===== src/hdl/video_gen_pkg.sv =====
// ####################
// video generator shared timing, register numbers and types
// ####################
`default_nettype none

package video_gen_pkg;

    // tiny display mode so that a frame simulates quickly
    localparam int H_FRONT_PORCH   = 4;
    localparam int H_SYNC_PULSE    = 8;
    localparam int OFFSCREEN_WIDTH = 24;
    localparam int VISIBLE_WIDTH   = 64;
    localparam int TOTAL_WIDTH     = 88;
    localparam int VISIBLE_HEIGHT  = 6;
    localparam int V_FRONT_PORCH   = 1;
    localparam int V_SYNC_PULSE    = 2;
    localparam int TOTAL_HEIGHT    = 10;
    localparam int H_MEM_BEGIN     = OFFSCREEN_WIDTH - 16;   // prefetch ahead of first pixel

    localparam logic H_SYNC_POLARITY = 1'b1;
    localparam logic V_SYNC_POLARITY = 1'b1;

    localparam int COUNT_W = 11;

    typedef logic [15:0] vram_addr_t;
    typedef logic [15:0] vram_data_t;
    typedef logic [7:0]  pal_index_t;
    typedef logic [3:0]  reg_num_t;

    localparam reg_num_t REG_DISPSTART  = 4'd0;
    localparam reg_num_t REG_DISPWIDTH  = 4'd1;
    localparam reg_num_t REG_GFXCTRL    = 4'd2;
    localparam reg_num_t REG_R_WIDTH    = 4'd8;    // read only
    localparam reg_num_t REG_R_HEIGHT   = 4'd9;    // read only
    localparam reg_num_t REG_R_SCANLINE = 4'd11;   // read only

    // sync phases in scan order, VISIBLE wraps back to PRE_SYNC
    typedef enum logic [1:0] {
        PRE_SYNC  = 2'b00,
        SYNC      = 2'b01,
        POST_SYNC = 2'b10,
        VISIBLE   = 2'b11
    } sync_state_t;

    typedef enum logic {
        BPP_4 = 1'b0,
        BPP_8 = 1'b1
    } bpp_t;

    typedef struct packed {
        vram_addr_t  start_addr;
        logic [15:0] line_width;   // words per line
        logic [7:0]  colorbase;
        bpp_t        bpp;
    } video_cfg_t;

    typedef struct packed {
        logic               fetch_active;       // fetch window, enabled frames only
        logic               line_fetch_start;   // cycle before the window opens
        logic               scanout_start;      // first visible column minus one
        logic               line_end;
        logic               frame_start;        // last pixel of the frame
        logic               last_visible;       // last pixel of last visible line
        logic               visible;            // pixel shown this cycle
        logic               h_visible;
        logic               v_visible;
        logic [COUNT_W-1:0] scanline;
    } timing_ev_t;

    // [7] is the leftmost pixel
    typedef pal_index_t [7:0] pixel_group_t;

endpackage

`default_nettype wire


===== src/hdl/video_regs.sv =====
// ####################
// configuration registers and register readback
// ####################
`default_nettype none
`timescale 1ns/10ps

module video_regs (
    input  wire logic                              clk,
    input  wire logic                              reset_i,
    input  wire logic                              reg_wr_i,
    input  wire video_gen_pkg::reg_num_t           reg_num_i,
    input  wire video_gen_pkg::vram_data_t         reg_data_i,
    input  wire logic [video_gen_pkg::COUNT_W-1:0] v_count_i,
    input  wire logic                              v_visible_i,
    input  wire logic                              h_visible_i,
    output      video_gen_pkg::vram_data_t         reg_data_o,
    output      video_gen_pkg::video_cfg_t         cfg_o
);
    import video_gen_pkg::*;

    always_ff @(posedge clk) begin
        if (reset_i) begin
            cfg_o.start_addr <= '0;
            cfg_o.line_width <= 16'(VISIBLE_WIDTH / 2);   // 8 bpp line
            cfg_o.colorbase  <= '0;
            cfg_o.bpp        <= BPP_8;
        end else if (reg_wr_i) begin
            case (reg_num_i)
                REG_DISPSTART: begin
                    cfg_o.start_addr <= reg_data_i;
                end
                REG_DISPWIDTH: begin
                    cfg_o.line_width <= reg_data_i;
                end
                REG_GFXCTRL: begin
                    cfg_o.colorbase <= reg_data_i[15:8];
                    cfg_o.bpp       <= bpp_t'(reg_data_i[4]);
                end
                default: begin
                end
            endcase
        end
    end

    // readback one cycle after the number is presented
    always_ff @(posedge clk) begin
        case (reg_num_i)
            REG_DISPSTART:  reg_data_o <= cfg_o.start_addr;
            REG_DISPWIDTH:  reg_data_o <= cfg_o.line_width;
            REG_GFXCTRL:    reg_data_o <= {cfg_o.colorbase, 3'b000, cfg_o.bpp, 4'h0};
            REG_R_WIDTH:    reg_data_o <= 16'(VISIBLE_WIDTH);
            REG_R_HEIGHT:   reg_data_o <= 16'(VISIBLE_HEIGHT);
            REG_R_SCANLINE: reg_data_o <= {~v_visible_i, ~h_visible_i, 3'b000, v_count_i};
            default:        reg_data_o <= '0;
        endcase
    end

endmodule

`default_nettype wire


===== src/hdl/video_timing.sv =====
// ####################
// sync state machines, counters and line/frame events
// ####################
`default_nettype none
`timescale 1ns/10ps

module video_timing (
    input  wire logic                       clk,
    input  wire logic                       reset_i,
    input  wire logic                       enable_i,
    output      video_gen_pkg::timing_ev_t  ev_o,
    output      logic                       hsync_o,
    output      logic                       vsync_o,
    output      logic                       dv_de_o,
    output      logic                       bus_intr_o
);
    import video_gen_pkg::*;

    sync_state_t        h_state;
    sync_state_t        v_state;
    logic [COUNT_W-1:0] h_count;
    logic [COUNT_W-1:0] v_count;
    logic [COUNT_W-1:0] h_thresh;   // last count of current h phase
    logic [COUNT_W-1:0] v_thresh;
    logic               v_step;
    logic               vg_enable;
    logic               fetch_active;

    always_comb begin
        case (h_state)
            PRE_SYNC:  h_thresh = COUNT_W'(H_FRONT_PORCH - 1);
            SYNC:      h_thresh = COUNT_W'(H_FRONT_PORCH + H_SYNC_PULSE - 1);
            POST_SYNC: h_thresh = COUNT_W'(OFFSCREEN_WIDTH - 1);
            default:   h_thresh = COUNT_W'(TOTAL_WIDTH - 1);
        endcase
        // visible lines come first, blanking at the bottom
        case (v_state)
            PRE_SYNC:  v_thresh = COUNT_W'(VISIBLE_HEIGHT + V_FRONT_PORCH - 1);
            SYNC:      v_thresh = COUNT_W'(VISIBLE_HEIGHT + V_FRONT_PORCH + V_SYNC_PULSE - 1);
            POST_SYNC: v_thresh = COUNT_W'(TOTAL_HEIGHT - 1);
            default:   v_thresh = COUNT_W'(VISIBLE_HEIGHT - 1);
        endcase
    end

    always_comb begin
        ev_o.line_end         = (h_state == VISIBLE) && (h_count == h_thresh);
        v_step                = ev_o.line_end && (v_count == v_thresh);
        ev_o.frame_start      = v_step && (v_state == POST_SYNC);
        ev_o.last_visible     = v_step && (v_state == VISIBLE);
        ev_o.h_visible        = (h_state == VISIBLE);
        ev_o.v_visible        = (v_state == VISIBLE);
        ev_o.visible          = vg_enable && ev_o.h_visible && ev_o.v_visible;
        ev_o.line_fetch_start = vg_enable && ev_o.v_visible
                                && (h_count == COUNT_W'(H_MEM_BEGIN - 1));
        ev_o.scanout_start    = vg_enable && ev_o.v_visible
                                && (h_count == COUNT_W'(OFFSCREEN_WIDTH - 1));
        ev_o.fetch_active     = fetch_active;
        ev_o.scanline         = v_count;
    end

    always_ff @(posedge clk) begin
        if (reset_i) begin
            h_state      <= PRE_SYNC;
            h_count      <= '0;
            v_state      <= POST_SYNC;                   // last blank line, frame starts soon
            v_count      <= COUNT_W'(TOTAL_HEIGHT - 1);
            vg_enable    <= 1'b1;
            fetch_active <= 1'b0;
            hsync_o      <= ~H_SYNC_POLARITY;
            vsync_o      <= ~V_SYNC_POLARITY;
            dv_de_o      <= 1'b0;
            bus_intr_o   <= 1'b0;
        end else begin
            if (h_count == h_thresh) begin
                h_state <= sync_state_t'(h_state + 1'b1);
            end
            if (v_step) begin
                v_state <= sync_state_t'(v_state + 1'b1);
            end

            h_count <= ev_o.line_end ? '0 : h_count + 1'b1;
            if (ev_o.frame_start) begin
                v_count   <= '0;
                vg_enable <= enable_i;                   // frame level enable
            end else if (ev_o.line_end) begin
                v_count <= v_count + 1'b1;
            end

            if (ev_o.line_end) begin
                fetch_active <= 1'b0;
            end else if (ev_o.line_fetch_start) begin
                fetch_active <= 1'b1;
            end

            hsync_o    <= (h_state == SYNC) ? H_SYNC_POLARITY : ~H_SYNC_POLARITY;
            vsync_o    <= (v_state == SYNC) ? V_SYNC_POLARITY : ~V_SYNC_POLARITY;
            dv_de_o    <= ev_o.visible;
            bus_intr_o <= ev_o.last_visible;
        end
    end

    // display enable never overlaps a sync pulse
    assert property (@(posedge clk) disable iff (reset_i)
        dv_de_o |-> (hsync_o != H_SYNC_POLARITY) && (vsync_o != V_SYNC_POLARITY));

endmodule

`default_nettype wire


===== src/hdl/pixel_fetch.sv =====
// ####################
// VRAM address walk and 8-cycle fetch slots building pixel groups
// ####################
`default_nettype none
`timescale 1ns/10ps

module pixel_fetch (
    input  wire logic                         clk,
    input  wire logic                         reset_i,
    input  wire video_gen_pkg::video_cfg_t    cfg_i,
    input  wire video_gen_pkg::timing_ev_t    ev_i,
    input  wire video_gen_pkg::vram_data_t    vram_data_i,
    input  wire logic                         pending_full_i,
    output      logic                         vram_sel_o,
    output      video_gen_pkg::vram_addr_t    vram_addr_o,
    output      video_gen_pkg::pixel_group_t  group_o,
    output      logic                         group_wr_o
);
    import video_gen_pkg::*;

    video_cfg_t       snap;          // config for the current frame
    vram_addr_t       line_addr;
    vram_addr_t       word_addr;
    logic [2:0]       slot_cycle;
    logic [2:0]       num_words;
    logic [2:0]       word_idx;
    logic             issue;
    logic             capture;
    logic             hand_off;
    vram_data_t [3:0] words;
    logic [31:0]      nibbles;

    // ev_i.fetch_active is already low on disabled frames
    always_comb begin
        num_words  = (snap.bpp == BPP_8) ? 3'd4 : 3'd2;
        word_idx   = slot_cycle - 3'd2;                 // read data lags select by two
        issue      = ev_i.fetch_active && (slot_cycle < num_words);
        capture    = ev_i.fetch_active && (word_idx < num_words);   // wraps high for 0 and 1
        hand_off   = ev_i.fetch_active && (slot_cycle == 3'd7);
        group_wr_o = hand_off && !pending_full_i;
    end

    // expand collected words, high part of a word first
    always_comb begin
        nibbles = {words[0], words[1]};
        if (snap.bpp == BPP_8) begin
            group_o = {words[0], words[1], words[2], words[3]};
        end else begin
            for (int i = 0; i < 8; i++) begin
                group_o[7-i] = {snap.colorbase[7:4], nibbles[31-4*i -: 4]};
            end
        end
    end

    always_ff @(posedge clk) begin
        if (reset_i) begin
            slot_cycle <= '0;
            vram_sel_o <= 1'b0;
        end else begin
            vram_sel_o <= issue;
            if (ev_i.line_fetch_start) begin
                slot_cycle <= '0;
            end else if (ev_i.fetch_active && !(hand_off && pending_full_i)) begin
                slot_cycle <= slot_cycle + 1'b1;         // hold at hand-off while full
            end
        end
    end

    always_ff @(posedge clk) begin
        if (ev_i.frame_start) begin
            snap      <= cfg_i;
            line_addr <= cfg_i.start_addr;
            word_addr <= cfg_i.start_addr;
        end else if (ev_i.line_end) begin
            line_addr <= line_addr + snap.line_width;
            word_addr <= line_addr + snap.line_width;
        end else if (issue) begin
            word_addr <= word_addr + 1'b1;
        end

        if (issue) begin
            vram_addr_o <= word_addr;
        end
        if (capture) begin
            words[word_idx[1:0]] <= vram_data_i;
        end
    end

    // no select may spill past the end of the window
    assert property (@(posedge clk) disable iff (reset_i)
        vram_sel_o |-> ev_i.fetch_active);

endmodule

`default_nettype wire


===== src/hdl/pixel_shifter.sv =====
// ####################
// pending group buffer and pixel shift-out
// ####################
`default_nettype none
`timescale 1ns/10ps

module pixel_shifter (
    input  wire logic                         clk,
    input  wire logic                         reset_i,
    input  wire video_gen_pkg::timing_ev_t    ev_i,
    input  wire video_gen_pkg::pixel_group_t  group_i,
    input  wire logic                         group_wr_i,
    output      logic                         pending_full_o,
    output      video_gen_pkg::pal_index_t    pal_index_o
);
    import video_gen_pkg::*;

    pixel_group_t pending;
    pixel_group_t shift_q;
    logic [2:0]   pix_count;
    logic         load;

    always_comb load = ev_i.scanout_start || (ev_i.visible && pix_count == 3'd7);

    always_ff @(posedge clk) begin
        if (reset_i) begin
            pending_full_o <= 1'b0;
            pix_count      <= '0;
            pal_index_o    <= '0;
        end else begin
            if (load) begin
                pending_full_o <= 1'b0;
            end
            if (group_wr_i) begin
                pending_full_o <= 1'b1;
            end
            pix_count   <= ev_i.scanout_start ? 3'd0 : pix_count + ev_i.visible;
            pal_index_o <= ev_i.visible ? shift_q[7] : '0;   // black outside display
        end
    end

    always_ff @(posedge clk) begin
        if (group_wr_i) begin
            pending <= group_i;
        end
        if (load) begin
            shift_q <= pending;
        end else if (ev_i.visible) begin
            shift_q <= {shift_q[6:0], 8'h00};
        end
    end

    // fetch must stay ahead of scan-out
    assert property (@(posedge clk) disable iff (reset_i) load |-> pending_full_o);

endmodule

`default_nettype wire


===== src/hdl/video_gen.sv =====
// ####################
// raster video generator top
// ####################
`default_nettype none
`timescale 1ns/10ps

module video_gen (
    input  wire logic                       clk,
    input  wire logic                       reset_i,
    input  wire logic                       enable_i,
    input  wire logic                       vgen_reg_wr_i,
    input  wire video_gen_pkg::reg_num_t    vgen_reg_num_i,
    input  wire video_gen_pkg::vram_data_t  vgen_reg_data_i,
    output      video_gen_pkg::vram_data_t  vgen_reg_data_o,
    input  wire video_gen_pkg::vram_data_t  vram_data_i,
    output      logic                       vram_sel_o,
    output      video_gen_pkg::vram_addr_t  vram_addr_o,
    output      video_gen_pkg::pal_index_t  pal_index_o,
    output      logic                       hsync_o,
    output      logic                       vsync_o,
    output      logic                       dv_de_o,
    output      logic                       bus_intr_o
);
    import video_gen_pkg::*;

    video_cfg_t   cfg;
    timing_ev_t   ev;
    pixel_group_t group;
    logic         group_wr;
    logic         pending_full;

    video_regs regs (
        .clk         (clk),
        .reset_i     (reset_i),
        .reg_wr_i    (vgen_reg_wr_i),
        .reg_num_i   (vgen_reg_num_i),
        .reg_data_i  (vgen_reg_data_i),
        .v_count_i   (ev.scanline),
        .v_visible_i (ev.v_visible),
        .h_visible_i (ev.h_visible),
        .reg_data_o  (vgen_reg_data_o),
        .cfg_o       (cfg)
    );

    video_timing timing (
        .clk        (clk),
        .reset_i    (reset_i),
        .enable_i   (enable_i),
        .ev_o       (ev),
        .hsync_o    (hsync_o),
        .vsync_o    (vsync_o),
        .dv_de_o    (dv_de_o),
        .bus_intr_o (bus_intr_o)
    );

    pixel_fetch fetch (
        .clk            (clk),
        .reset_i        (reset_i),
        .cfg_i          (cfg),
        .ev_i           (ev),
        .vram_data_i    (vram_data_i),
        .pending_full_i (pending_full),
        .vram_sel_o     (vram_sel_o),
        .vram_addr_o    (vram_addr_o),
        .group_o        (group),
        .group_wr_o     (group_wr)
    );

    pixel_shifter shifter (
        .clk            (clk),
        .reset_i        (reset_i),
        .ev_i           (ev),
        .group_i        (group),
        .group_wr_i     (group_wr),
        .pending_full_o (pending_full),
        .pal_index_o    (pal_index_o)
    );

endmodule

`default_nettype wire


===== config.mk =====
export PLATFORM = sky130hd
export DESIGN_NAME = video_gen
export DESIGN_NICKNAME = d
export VERILOG_FILES = /design/src/hdl/video_gen_pkg.sv /design/src/hdl/video_regs.sv /design/src/hdl/video_timing.sv /design/src/hdl/pixel_fetch.sv /design/src/hdl/pixel_shifter.sv /design/src/hdl/video_gen.sv
export SDC_FILE = /design/constraint.sdc
export NUM_CORES = 1
export LEC_CHECK = 0
export BUFFER_PORTS_ARGS = -buffer_cell sky130_fd_sc_hd__buf_2
export CORE_ASPECT_RATIO = 0.9
export CORE_MARGIN = 2
export CORE_UTILIZATION = 52
export DETAILED_ROUTE_END_ITERATION = 7
export PLACE_DENSITY = 0.82
export SKIP_CTS_REPAIR_TIMING = 1
export SLEW_MARGIN = 20
export SYNTH_ARGS = -nofsm -noshare
export SYNTH_HDL_FRONTEND = slang
export SYNTH_SLANG_ARGS = --single-unit

===== constraint.sdc =====
create_clock -name clk -period 4.6 [get_ports clk]
set_input_delay 0.46 -clock clk [delete_from_list [all_inputs] [get_ports clk]]
set_output_delay 0.46 -clock clk [all_outputs]
set_load 0.02 [all_outputs]

# Word level (Yosys, flattened, before mapping)
# Cells that the tools add are included.
[word_totals] ff_bits=370 out_inout_bits=45
[op_classes] n_mux=21 reduce_logical=35 magnitude_cmp=4 bitwise=3 eq_ne=17 n_addsub=9
[op_table] cell="64-bit 2-to-1 mux" count=3
[op_table] cell="16-bit 2-to-1 mux" count=6
[op_table] cell="16-bit one-hot mux with 6 select lines" count=1
[op_table] cell="64-bit bitwise mux" count=1
[op_table] cell="16-bit demux with 2-bit select" count=1
[op_table] cell="11-bit by 1-bit adder with 11-bit output, second input constant" count=2
[op_table] cell="7-bit one-hot mux with 3 select lines" count=1
[op_table] cell="1-bit logical AND" count=17
[op_table] cell="16-bit by 1-bit adder with 16-bit output, second input constant" count=1
[op_table] cell="16-bit adder" count=1
[op_table] cell="4-bit equality test, second input constant" count=3
[op_table] cell="4-bit one-hot mux with 3 select lines" count=1
[op_table] cell="11-bit by 3-bit equality test with 1-bit output, second input constant" count=1
[op_table] cell="11-bit by 4-bit equality test with 1-bit output" count=1
[op_table] cell="11-bit by 5-bit equality test with 1-bit output, second input constant" count=1
[op_table] cell="11-bit by 7-bit equality test with 1-bit output" count=1
[op_table] cell="2-bit OR reduction" count=5
[op_table] cell="2-bit equality test, second input constant" count=4
[op_table] cell="4-bit 2-to-1 mux" count=2
[op_table] cell="3-bit equality test, second input constant" count=2
[op_table] cell="3-bit < comparator" count=2
[op_table] cell="2-bit AND reduction" count=3
[op_table] cell="2-bit nonzero test" count=3
[op_table] cell="2-bit by 1-bit adder with 2-bit output, second input constant" count=2
[op_table] cell="16 further kinds" count=24

# Depth between registers and ports, before layout
[logic_depth] depth_word=7 ltp_mapped=12

# Cells and area by module
# From an unflattened synthesis, not the netlist that was laid out.
[hier_totals] cells_unflattened=1191 area_unflattened_um2=15817.7
[by_module_without_submodules] module="pixel_fetch" area_each_um2=6507.5 cells_each=524 n_inst=1 seq_area_each_um2=4073.9
[by_module_without_submodules] module="pixel_shifter" area_each_um2=5134.9 cells_each=231 n_inst=1 seq_area_each_um2=4083.9
[by_module_without_submodules] module="video_regs" area_each_um2=2468.6 cells_each=240 n_inst=1 seq_area_each_um2=1141.1
[by_module_without_submodules] module="video_timing" area_each_um2=1706.6 cells_each=196 n_inst=1 seq_area_each_um2=640.6

# Worst setup path before layout
# Ideal clock, no wire load.
[synth_timing] path_type="register to register" from="reg timing.h_count[0]" to="reg shifter.shift_q[0] (netlist bit), enable pin" t_arrival_ns=2.383 path_stages_with_launch=6 setup_slack_ns=1.823 path_buffers=0 required_ns=4.206 path_cell_list="dfxtp_1 > ha_1 > or4b_4 > nor4_2 > and2_4 > or2_2"
[synth_via] elab_chain_cells=4
[synth_lines] item="start: declaration" line_no="video_timing.sv:21" source="logic [COUNT_W-1:0] h_count;"
[synth_lines] item="start signal: assignment" line_no="video_timing.sv:81" source="h_count <= ev_o.line_end ? '0 : h_count + 1'b1;"
[synth_lines] item="11-bit by 5-bit equality test with 1-bit output" line_no="video_timing.sv:56" source="&& (h_count == COUNT_W'(OFFSCREEN_WIDTH - 1));"
[synth_lines] item="1-bit logical AND" line_no="video_timing.sv:56"
[synth_lines] item="1-bit logical OR" line_no="pixel_shifter.sv:23" source="always_comb load = ev_i.scanout_start || (ev_i.visible && pix_count == 3'd7);"
[synth_lines] item="2-bit nonzero test (no source line)"
[synth_lines] item="end signal: assignment" line_no="pixel_shifter.sv:47" source="shift_q <= pending;"
[synth_lines] item="end signal: assignment" line_no="pixel_shifter.sv:49" source="shift_q <= {shift_q[6:0], 8'h00};"
[synth_lines] item="end: declaration" line_no="pixel_shifter.sv:19" source="pixel_group_t shift_q;"
# No other way between the ends.
# A chain may end at the register's enable or synchronous reset.

# Final worst setup path
[layout_timing] from="reg timing.h_count[0]" to="reg fetch.line_addr[5] (data pin)"
[layout_via] elab_chain_cells=5
[layout_lines] item="11-bit by 7-bit equality test with 1-bit output" line_no="video_timing.sv:46" source="ev_o.line_end = (h_state == VISIBLE) && (h_count == h_thresh);"
[layout_lines] item="1-bit logical AND" line_no="video_timing.sv:46"
[layout_lines] item="1-bit logical AND" line_no="video_timing.sv:47" source="v_step = ev_o.line_end && (v_count == v_thresh);"
[layout_lines] item="1-bit logical AND" line_no="video_timing.sv:48" source="ev_o.frame_start = v_step && (v_state == POST_SYNC);"
[layout_lines] item="16-bit 2-to-1 mux" line_no="pixel_fetch.sv:70" source="if (ev_i.frame_start) begin"
[layout_lines] item="end signal: assignment" line_no="pixel_fetch.sv:72" source="line_addr <= cfg_i.start_addr;"
[layout_lines] item="end signal: assignment" line_no="pixel_fetch.sv:75" source="line_addr <= line_addr + snap.line_width;"
[layout_lines] item="end: declaration" line_no="pixel_fetch.sv:22" source="vram_addr_t line_addr;"
# No other way between the ends.

==> results.ini <==
[worst_setup_path]
cp_cell_sequence = ha_1, or4b_4, a211oi_2, and2_4, nand2_2, clkinv_2, nand2_2, inv_2, o21ai_0
worstSetupPathType = register to register
path_delay_family = simple AND/OR/NAND/NOR gates
cp_max_fo = 44
start_kind = register
slowest_stage = inv_2
cp_data_required_time_ps = 4830
arrival_ps = 3400
critPathCaptureType = register
critPathBufInv = 2
cpPeakStageDelay_ps = 580
cpMostUsedCell = nand2_2

[timing]
max_slew.worst_pin.slew_ps = 1110
finalSetupTns_ps = 0
min_period_ps = 3170
whs_ps = 156
fmax_ghz = 0.315
hold_viol = 0
setup_viol = 0
clock_skew_ps = 15.0
drv_slew = 0
fin_crit_sh_pct = 68.9
rsz0062_at_grt = no
slew_headroom_pct = 25.8
setup_slack_ps = 1430

[grt]
grt_remaining_overflow = 0
grt_start_max_net_pins = 67
grt_use_total_pct = 20.3
antenna_found_initial = 2
grt_pass1_vias = 9141
grt_first_pass_wirelength_um = 48700

[routing]
ant_nets = 0
drt-pass1-iter-count = 6
drt_iter0_drc = 913
wl_per_cell_um = 18.5
wl_um = 30900
drc = 0
avgViaCountPerCell = 5.55
vias = 9254

[floorplanning]
io_pins = 85
die_h_um = 166
die_w_um = 184
num_rows = 59
core-area_sq_mm = 0.0289
dieArea_sq_mm = 0.0307
initial_core_util_pct = 52.8

[synthesis]
synth.distinct_cells = 68
yosysTopAreaCell = edfxtp_1
synthArstFlopShare_pct = 0
ys_ff_latch = 366
synth_area_sq_mm = 0.0152
synth_enable_flop_cells = 261
yosys_warnings = 0
synth_area_per_cell_sq_um = 13.1
synth_ff_type = edfxtp_1
synth_nets = 1236
synth_top_area_share_pct = 51.4
synth.area.top_cells = edfxtp_1 51%, dfxtp_1 14%, mux2_4 4.9%
ys_seq_area_share_pct = 65.2
synthCells = 1161

[cts]
path_clk_slew_ps = 60
cts_buffer_depth = 3
cts_buffers = 37
clkSinkCount = 366
cts_root_buf = clkbuf_16
h-tree-depth = 2
cts_tree = yes
clkLatencyLatePin_ps = 520

[place]
place.gp.congestion = 0.931
portBuffers = 84
hpwlAfterDp_um = 20000
dp_slack_ps = 1440

[cells_and_area]
final_util_pct = 59.4
drive_gt1_share_pct = 20.3
syn2layout_area_growth_pct = 12.5
seq_area_sq_mm = 0.00994
layout_common_cells = 261 x edfxtp_1, 193 x nand2_1, 105 x dfxtp_1, 84 x buf_2, 75 x a21oi_1
final_common_cell = edfxtp_1
multi_input_area_sq_mm = 0.00492
n_fill_cell = 2147
final_nets = 1317

[flow_run]
cap_violations = 0

[power]
p_leak_nw = 6.54
power-per-cell-area_mw_per_mm2 = 381
peakVddDrop_uv = 225

[min_path]
hold_path_class = input pin to register

[outcome]
outcome = finished, final reports clean

-- metal layers --
| layer | track usage (%) | routed length [um] |
|---|---|---|
| met1 | 28.7 | 13300 |
| met2 | 31.9 | 14300 |
| met3 | 3.54 | 2390 |
| met4 | 6.54 | 886 |
| met5 | 0 | 13 |
-- worst register-to-register path: stages (launching register included) --
cell	delay, ps
dfxtp_1	410
ha_1	280
or4b_4	500
a211oi_2	280
and2_4	240
nand2_2	160
clkinv_2	100
nand2_2	90
inv_2	580
o21ai_0	220
-- stage by stage --
step / area [sq um] / power, mW / instances
after detailed placement: 16000 / 3.68 / 1599
final: 17100 / 6.54 / 1668
after global routing: 17100 / 6.71 / 1667
after floorplan: 15200 / 3.63 / 1161
after global placement: 16000 / 3.67 / 1599
after CTS: 17100 / 6.58 / 1667
-- final cells by class --
type                       count  area share, %
antenna                        1         0.0146
clock buffer                  52           6.03
clock inverter                16          0.912
inverter                      23          0.511
multi-input combinational    718           28.7
sequential                   366           58.0
tap                          396           2.89
timing repair buffer          96           2.98
-- power breakdown --
group	leakage (nW)	switching (mW)	internal [mW]	total [mW]
registers	3.22	0.0115	3.51	3.52
clock network	0.581	1.23	1.70	2.93
logic	2.74	0.0596	0.0311	0.0906
total	6.54	1.30	5.23	6.54
-- flip-flops by register name, indices dropped and copies added, names as in the netlist, 21 cells and up --
signal	cells
fetch.nibbles	32
fetch.snap	21
regs.cfg_o	41
shifter.shift_q	64
shifter.pending	64
fetch.words	32
-- worst paths after layout --
path	to	startpoint	slack, ps	cells after the start
max	fetch.line_addr[5]	timing.h_count[0]	1430	9
min	fetch.words[50]	vram_data_i[2]	160	1
max reg2reg	fetch.line_addr[5]	timing.h_count[0]	1430	9
min reg2reg	shifter.pal_index_o[6]	shifter.shift_q[62]	440	1
-- cells in the mapped netlist (3+ instances only) --
library cell,count
nor2_1,62
o22ai_1,6
nor4_2,3
o31ai_1,3
nand3b_1,3
o21ai_0,19
o21ai_1,6
nand4_1,12
nand2_1,193
or2_2,5
xnor2_1,31
nor3_1,5
nand2b_1,4
clkbuf_1,36
nand3_1,27
a21oi_1,75
buf_12,5
and2_1,16
ha_1,34
buf_4,3
a31oi_1,3
nor2b_1,12
mux2_2,38
buf_2,6
a222oi_1,13
and3_1,12
mux2i_1,5
a211oi_1,4
o211ai_1,4
xor2_1,25
o21a_1,4
mux2_4,50
dfxtp_1,105
inv_1,21
a21o_1,5
buf_1,3
edfxtp_1,261
-- logic make-up after synthesis --
kind of cell	Yosys count	synth area share, %
AO/OA/AOI/OAI	161	6.67
adder cells (fa/ha/maj)	35	2.92
buffers and inverters	77	2.61
flip-flops	366	65.2
AND/OR/NAND/NOR	373	11.3
XOR/XNOR	56	3.22
multiplexers	93	8.06
Power figures use the tool's default switching activity.
